**src/verilog/ddcPkg.sv**
```systemverilog
package ddcPkg;

    // sample and oscillator widths
    localparam int sampleWidth = 16;
    localparam int loWidth = 16;    // full scale is 32767

    // phase accumulator and table addressing
    localparam int phaseWidth = 32;
    localparam int lutAddrWidth = 6;

    // CIC decimator
    localparam int cicRate = 4;
    localparam int cicOrder = 2;
    localparam int cicShift = 4;    // rate to the power of order is 16

    // halfband decimator
    localparam int hbRate = 2;

    // host register map
    localparam int regAddrWidth = 12;
    localparam logic [regAddrWidth-1:0] ddcCenterFreqAddr = 12'h000;
    localparam logic [regAddrWidth-1:0] ddcControlAddr = 12'h004;

    // control register bits
    localparam int bypassCicBit = 0;
    localparam int bypassHbBit = 1;
    localparam int swapIqBit = 2;

endpackage

```
**src/verilog/ddcRegs.sv**
```systemverilog
module ddcRegs import ddcPkg::*; (
    input  logic                    clk,
    input  logic                    rst,
    input  logic [regAddrWidth-1:0] addr,
    input  logic [31:0]             dataIn,
    input  logic [3:0]              byteEn,
    input  logic                    cs,
    input  logic                    wr,
    output logic [31:0]             dataOut,
    output logic [phaseWidth-1:0]   centerFreq,
    output logic                    bypassCic,
    output logic                    bypassHb,
    output logic                    swapIq
);

    logic writeEn;

    assign writeEn = cs && wr;

    always_ff @(posedge clk) begin
        if (rst) begin
            centerFreq <= '0;
            bypassCic <= 1'b0;
            bypassHb <= 1'b0;
            swapIq <= 1'b0;
        end else if (writeEn) begin
            case (addr)
                ddcCenterFreqAddr: begin
                    for (int b = 0; b < 4; b++) begin
                        if (byteEn[b]) begin
                            centerFreq[8*b +: 8] <= dataIn[8*b +: 8];
                        end
                    end
                end
                ddcControlAddr: begin
                    if (byteEn[0]) begin    // flags all live in lane 0
                        bypassCic <= dataIn[bypassCicBit];
                        bypassHb <= dataIn[bypassHbBit];
                        swapIq <= dataIn[swapIqBit];
                    end
                end
                default: ;
            endcase
        end
    end

    always_comb begin
        dataOut = '0;    // unmapped or deselected reads return zero
        if (cs) begin
            case (addr)
                ddcCenterFreqAddr: dataOut = centerFreq;
                ddcControlAddr: begin
                    dataOut[bypassCicBit] = bypassCic;
                    dataOut[bypassHbBit] = bypassHb;
                    dataOut[swapIqBit] = swapIq;
                end
                default: ;
            endcase
        end
    end

endmodule

```
**src/verilog/ddcNco.sv**
```systemverilog
module ddcNco import ddcPkg::*; (
    input  logic                      clk,
    input  logic                      rst,
    input  logic                      sampleValid,
    input  logic [phaseWidth-1:0]     centerFreq,
    output logic signed [loWidth-1:0] loCos,
    output logic signed [loWidth-1:0] loSin
);

    logic [phaseWidth-1:0] phase;
    logic [lutAddrWidth-1:0] lutAddr;
    logic signed [loWidth-1:0] cosTable [2**lutAddrWidth];
    logic signed [loWidth-1:0] sinTable [2**lutAddrWidth];

    // full-scale table entry rounded to the nearest integer
    function automatic logic signed [loWidth-1:0] lutEntry(input int idx, input bit sine);
        real angle;
        real fullScale;
        real value;
        angle = 6.283185307179586 * real'(idx) / real'(2**lutAddrWidth);
        fullScale = real'((2**(loWidth-1)) - 1);
        if (sine) begin
            value = fullScale * $sin(angle);
        end else begin
            value = fullScale * $cos(angle);
        end
        return loWidth'(int'(value));
    endfunction

    for (genvar k = 0; k < 2**lutAddrWidth; k++) begin : gLut
        assign cosTable[k] = lutEntry(k, 1'b0);
        assign sinTable[k] = lutEntry(k, 1'b1);
    end

    always_ff @(posedge clk) begin
        if (rst) begin
            phase <= '0;
        end else if (sampleValid) begin
            phase <= phase + centerFreq;    // current sample uses the old phase
        end
    end

    assign lutAddr = phase[phaseWidth-1 -: lutAddrWidth];
    assign loCos = cosTable[lutAddr];
    assign loSin = sinTable[lutAddr];

endmodule

```
**src/verilog/ddcMixer.sv**
```systemverilog
module ddcMixer import ddcPkg::*; (
    input  logic                          clk,
    input  logic                          rst,
    input  logic signed [sampleWidth-1:0] sampleIn,
    input  logic                          sampleValid,
    input  logic signed [loWidth-1:0]     loCos,
    input  logic signed [loWidth-1:0]     loSin,
    input  logic                          swapIq,
    output logic signed [sampleWidth-1:0] iMix,
    output logic signed [sampleWidth-1:0] qMix,
    output logic                          mixValid
);

    logic signed [sampleWidth+loWidth:0] iProd;
    logic signed [sampleWidth+loWidth:0] qProd;
    logic signed [sampleWidth-1:0] iScaled;
    logic signed [sampleWidth-1:0] qScaled;

    function automatic logic signed [sampleWidth-1:0] scaleSat(
        input logic signed [sampleWidth+loWidth:0] product
    );
        logic signed [sampleWidth+loWidth:0] shifted;
        shifted = product >>> (loWidth - 1);    // drop the oscillator's fractional bits
        if (shifted > (2**(sampleWidth-1)) - 1) begin
            return {1'b0, {(sampleWidth-1){1'b1}}};
        end else if (shifted < -(2**(sampleWidth-1))) begin
            return {1'b1, {(sampleWidth-1){1'b0}}};
        end
        return shifted[sampleWidth-1:0];
    endfunction

    assign iProd = sampleIn * loCos;
    assign qProd = -(sampleIn * loSin);
    assign iScaled = scaleSat(iProd);
    assign qScaled = scaleSat(qProd);

    always_ff @(posedge clk) begin
        if (rst) begin
            mixValid <= 1'b0;
        end else begin
            mixValid <= sampleValid;
        end
    end

    always_ff @(posedge clk) begin
        if (sampleValid) begin
            iMix <= swapIq ? qScaled : iScaled;
            qMix <= swapIq ? iScaled : qScaled;
        end
    end

endmodule

```
**src/verilog/cicDecimator.sv**
```systemverilog
module cicDecimator import ddcPkg::*; (
    input  logic                          clk,
    input  logic                          rst,
    input  logic                          bypass,
    input  logic signed [sampleWidth-1:0] sampleIn,
    input  logic                          sampleValid,
    output logic signed [sampleWidth-1:0] sampleOut,
    output logic                          outValid
);

    // register growth is order times log2 of the rate
    logic signed [sampleWidth+cicOrder*$clog2(cicRate)-1:0] integ1;
    logic signed [sampleWidth+cicOrder*$clog2(cicRate)-1:0] integ2;
    logic signed [sampleWidth+cicOrder*$clog2(cicRate)-1:0] integ1Next;
    logic signed [sampleWidth+cicOrder*$clog2(cicRate)-1:0] integ2Next;
    logic signed [sampleWidth+cicOrder*$clog2(cicRate)-1:0] comb1Dly;
    logic signed [sampleWidth+cicOrder*$clog2(cicRate)-1:0] comb2Dly;
    logic signed [sampleWidth+cicOrder*$clog2(cicRate)-1:0] comb1;
    logic signed [sampleWidth+cicOrder*$clog2(cicRate)-1:0] comb2;
    logic signed [sampleWidth+cicOrder*$clog2(cicRate)-1:0] combScaled;
    logic [$clog2(cicRate)-1:0] count;
    logic lastInput;

    assign lastInput = sampleValid && (count == ($clog2(cicRate))'(cicRate - 1));

    always_comb begin
        integ1Next = integ1 + sampleIn;    // integrators include the current input
        integ2Next = integ2 + integ1Next;
        comb1 = integ2Next - comb1Dly;
        comb2 = comb1 - comb2Dly;
        combScaled = comb2 >>> cicShift;    // back to unity DC gain
    end

    always_ff @(posedge clk) begin
        if (rst || bypass) begin
            integ1 <= '0;
            integ2 <= '0;
            comb1Dly <= '0;
            comb2Dly <= '0;
            count <= '0;
        end else if (sampleValid) begin
            integ1 <= integ1Next;
            integ2 <= integ2Next;
            count <= lastInput ? '0 : count + 1'b1;
            if (lastInput) begin
                comb1Dly <= integ2Next;
                comb2Dly <= comb1;
            end
        end
    end

    always_ff @(posedge clk) begin
        if (rst) begin
            outValid <= 1'b0;
        end else begin
            outValid <= bypass ? sampleValid : lastInput;
        end
    end

    always_ff @(posedge clk) begin
        if (bypass) begin
            if (sampleValid) begin
                sampleOut <= sampleIn;
            end
        end else if (lastInput) begin
            sampleOut <= combScaled[sampleWidth-1:0];
        end
    end

endmodule

```
**src/verilog/halfbandDecimator.sv**
```systemverilog
module halfbandDecimator import ddcPkg::*; (
    input  logic                          clk,
    input  logic                          rst,
    input  logic                          bypass,
    input  logic signed [sampleWidth-1:0] sampleIn,
    input  logic                          sampleValid,
    output logic signed [sampleWidth-1:0] sampleOut,
    output logic                          outValid
);

    // tap 0 is the incoming sample, taps 1 to 6 are registered
    logic signed [sampleWidth-1:0] delayLine [1:6];
    logic signed [sampleWidth+5:0] acc;
    logic signed [sampleWidth+5:0] filtered;
    logic signed [sampleWidth-1:0] filteredSat;
    logic [$clog2(hbRate)-1:0] count;
    logic lastInput;

    assign lastInput = sampleValid && (count == ($clog2(hbRate))'(hbRate - 1));

    always_comb begin
        acc = 9 * delayLine[2] + 16 * delayLine[3] + 9 * delayLine[4]
            - sampleIn - delayLine[6];    // zero taps at 1 and 5 are skipped
        filtered = acc >>> 5;    // coefficients sum to 32
        if (filtered > (2**(sampleWidth-1)) - 1) begin
            filteredSat = {1'b0, {(sampleWidth-1){1'b1}}};
        end else if (filtered < -(2**(sampleWidth-1))) begin
            filteredSat = {1'b1, {(sampleWidth-1){1'b0}}};
        end else begin
            filteredSat = filtered[sampleWidth-1:0];
        end
    end

    always_ff @(posedge clk) begin
        if (rst || bypass) begin
            for (int k = 1; k <= 6; k++) begin
                delayLine[k] <= '0;
            end
            count <= '0;
        end else if (sampleValid) begin
            delayLine[1] <= sampleIn;
            for (int k = 2; k <= 6; k++) begin
                delayLine[k] <= delayLine[k-1];
            end
            count <= lastInput ? '0 : count + 1'b1;
        end
    end

    always_ff @(posedge clk) begin
        if (rst) begin
            outValid <= 1'b0;
        end else begin
            outValid <= bypass ? sampleValid : lastInput;
        end
    end

    always_ff @(posedge clk) begin
        if (bypass) begin
            if (sampleValid) begin
                sampleOut <= sampleIn;
            end
        end else if (lastInput) begin
            sampleOut <= filteredSat;
        end
    end

endmodule

```
**src/verilog/ddcTop.sv**
```systemverilog
module ddcTop import ddcPkg::*; (
    input  logic                          clk,
    input  logic                          rst,
    input  logic [regAddrWidth-1:0]       addr,
    input  logic [31:0]                   dataIn,
    input  logic [3:0]                    byteEn,
    input  logic                          cs,
    input  logic                          wr,
    output logic [31:0]                   dataOut,
    input  logic signed [sampleWidth-1:0] sampleIn,
    input  logic                          sampleValid,
    output logic signed [sampleWidth-1:0] iOut,
    output logic signed [sampleWidth-1:0] qOut,
    output logic                          outValid
);

    logic [phaseWidth-1:0] centerFreq;
    logic bypassCic;
    logic bypassHb;
    logic swapIq;
    logic signed [loWidth-1:0] loCos;
    logic signed [loWidth-1:0] loSin;
    logic signed [sampleWidth-1:0] iMix;
    logic signed [sampleWidth-1:0] qMix;
    logic mixValid;
    logic signed [sampleWidth-1:0] iCic;
    logic signed [sampleWidth-1:0] qCic;
    logic cicValid;

    ddcRegs i_regs (.clk, .rst, .addr, .dataIn, .byteEn, .cs, .wr, .dataOut,
        .centerFreq, .bypassCic, .bypassHb, .swapIq);

    ddcNco i_nco (.clk, .rst, .sampleValid, .centerFreq, .loCos, .loSin);

    ddcMixer i_mixer (.clk, .rst, .sampleIn, .sampleValid, .loCos, .loSin, .swapIq,
        .iMix, .qMix, .mixValid);

    cicDecimator i_cicI (.clk, .rst, .bypass(bypassCic), .sampleIn(iMix),
        .sampleValid(mixValid), .sampleOut(iCic), .outValid(cicValid));

    // the Q strobe matches the I strobe
    cicDecimator i_cicQ (.clk, .rst, .bypass(bypassCic), .sampleIn(qMix),
        .sampleValid(mixValid), .sampleOut(qCic), .outValid());

    halfbandDecimator i_hbI (.clk, .rst, .bypass(bypassHb), .sampleIn(iCic),
        .sampleValid(cicValid), .sampleOut(iOut), .outValid(outValid));

    halfbandDecimator i_hbQ (.clk, .rst, .bypass(bypassHb), .sampleIn(qCic),
        .sampleValid(cicValid), .sampleOut(qOut), .outValid());

endmodule

```
**config.mk**
```make
export PLATFORM = sky130hd
export DESIGN_NAME = ddcTop
export DESIGN_NICKNAME = d
export VERILOG_FILES = /design/src/verilog/ddcPkg.sv /design/src/verilog/ddcRegs.sv /design/src/verilog/ddcNco.sv /design/src/verilog/ddcMixer.sv /design/src/verilog/cicDecimator.sv /design/src/verilog/halfbandDecimator.sv /design/src/verilog/ddcTop.sv
export SDC_FILE = /design/constraint.sdc
export NUM_CORES = 2
export LEC_CHECK = 0
export BUFFER_PORTS_ARGS = -buffer_cell sky130_fd_sc_hd__buf_4
export CAP_MARGIN = 20
export CORE_MARGIN = 2
export CORE_UTILIZATION = 52
export DETAILED_ROUTE_END_ITERATION = 10
export PLACE_DENSITY_LB_ADDON = 0.15
export SLEW_MARGIN = 20
export SYNTH_ARGS = -nofsm -noshare
export SYNTH_HDL_FRONTEND = slang
export SYNTH_HIERARCHICAL = 1
export SYNTH_SLANG_ARGS = --single-unit
```
**constraint.sdc**
```tcl
create_clock -name clk -period 11.25 [get_ports clk]
set_input_delay 3.375 -clock clk [delete_from_list [all_inputs] [get_ports clk]]
set_output_delay 3.375 -clock clk [all_outputs]
set_load 0.1 [all_outputs]
```
==> out/qor.yml <==
route:
  antenna_left: 0
  first_pass_iters: 5
  vias: 42221
  via_per_inst: 5.389
  drc: 0
  drt_iter0_markers: 2617
  drt-wirelength-per-cell_um: 17.72
  wirelength_um: 138800
clocking:
  clk_pin_slew_ns: 0.06
  clockBufferDepth: 3
  cts_sinks: 524
  root_buffer: "clkbuf_16"
  postCtsSetupBuffers: 0
  cts_buffers: 58
  htreeDepth: 2
  clock_latency_ns: 0.64
  cts_tree: "done"
  post_cts_resized: 0
  hold_buffers: 0
cells_and_area:
  drive_above_1_share_pct: 6.284
  final_common_cell: "inv_1"
  layout_common_cells: "inv_1 (1109), fa_1 (694), nand2_1 (569)"
  final_util_pct: 56.22
  area.growth.synth_to_final_pct: 6.986
  nets: 7605
setup_path:
  cp.required_ns: 11.61
  end_kind: "register"
  critPathArrivalTime_ns: 10.52
  crit_type: "in -> reg"
  cp_max_fo: 32
  worstSetupStartpointType: "primary input"
sta:
  hold_ws_ns: 0.4361
  setup_violations: 0
  hold_viol_final: 0
  skew_ns: 0.02004
  max-slew-margin-rel_pct: 32.25
  min_period_over_period_pct: 90.28
  fmax_mhz: 98.46
  grt_setup_unrepaired: "false"
  drv_slew: 0
  period_minus_slack_ns: 10.16
  worstMarginPinSlew_ns: 1.016
  setup_tns_ns: 0
floorplan:
  ios: 134
  initial_core_util_pct: 52.55
  core_area_um2: 112700
  die_h_um: 341.4
  die_area_um2: 116600
  rows: 123
  die_x_um: 341.4
synthesis:
  syn_area_um2: 59200
  syn_inst: 6305
  synth_nets: 7626
  syn_avg_cell_area_um2: 9.389
  yosys_warnings: 6
global_route:
  antenna_found_initial: 1
  gr-total-overflow: 0
  grt_max_degree: 97
  grt_usage_pct: 24.21
  grt_pass1_vias: 43110
  grt_pass1_wl_um: 228600
placement:
  place_congestion: 0.8664
  place_hpwl_um: 108000
  port_buffers: 133
flow_run:
  maxCapViolCount: 0
worst_hold_path:
  hp-class: "reg -> reg"
outcome:
  status: "finished clean"
-- cell type report --
type / instances / area [µm²]
fill: 10190 / 49320
multi-input combinational: 4424 / 40660
sequential: 524 / 13390
inverter: 1111 / 4170
tap: 1500 / 1877
clock buffer: 75 / 1638
timing repair buffer: 165 / 1239
clock inverter: 35 / 356.6
antenna: 1 / 2.502
-- registers in the layout, indices dropped and copies added (netlist names), 32 cells and up --
signal             flops
i_hbI/delayLine       96
i_hbQ/delayLine       96
i_nco/phase           32
i_regs/centerFreq     32
-- critical path, cell delays in order --
cell and delay, ns:
buf_4 0.32, nand2_1 0.18, inv_1 0.15, fa_1 0.54, fa_1 0.96, fa_1 0.60
fa_1 0.53, fa_1 0.52, inv_1 0.06, fa_1 0.55, inv_1 0.05, ha_1 0.34
nand4_1 0.13, or3_1 0.39, o221ai_1 0.14, o21ai_0 0.13, xnor2_1 0.62, nand2_1 0.51
o21ai_0 0.27, a22oi_1 0.14
-- metal layers --
layer / GRT usage [%] / vias to the layer above / share of wire [%]
met5: 0 / - / 0
met4: 5.709 / 0 / 2.2
met3: 2.372 / 171 / 3.5
met2: 40.75 / 753 / 47
met1: 33.77 / 20794 / 47
li1: - / 20503 / -
-- final timing paths --
check / startpoint / endpoint / slack (ns) / cells after the start
worst min-delay path: i_cicQ/comb1Dly[16]$_SDFFE_PP0P_ / i_cicQ/comb1Dly[16]$_SDFFE_PP0P_ / 0.44 / 2
worst max register to register: i_nco/phase[26]$_SDFFE_PP0P_ / i_mixer/iMix[13]$_DFFE_PP_ / 1.13 / 25
worst max-delay path: sampleIn[15] / i_mixer/iMix[13]$_DFFE_PP_ / 1.09 / 20
worst min register to register: i_cicQ/comb1Dly[16]$_SDFFE_PP0P_ / i_cicQ/comb1Dly[16]$_SDFFE_PP0P_ / 0.44 / 2
-- per-stage QoR --
step / area, µm² / instances / setup WS (ns)
final: 63330 / 7835 / 1.093
after global routing: 63330 / 7835 / 0.6165
after CTS: 63330 / 7834 / 1.168
after detailed placement: 61330 / 7724 / 0.4781
after global placement: 61330 / 7724 / 0.6496
after floorplan: 59200 / 6305 / 1.447
Power is not shown: default switching activity piles up to over one toggle a cycle in this logic, so the estimate is an artifact.
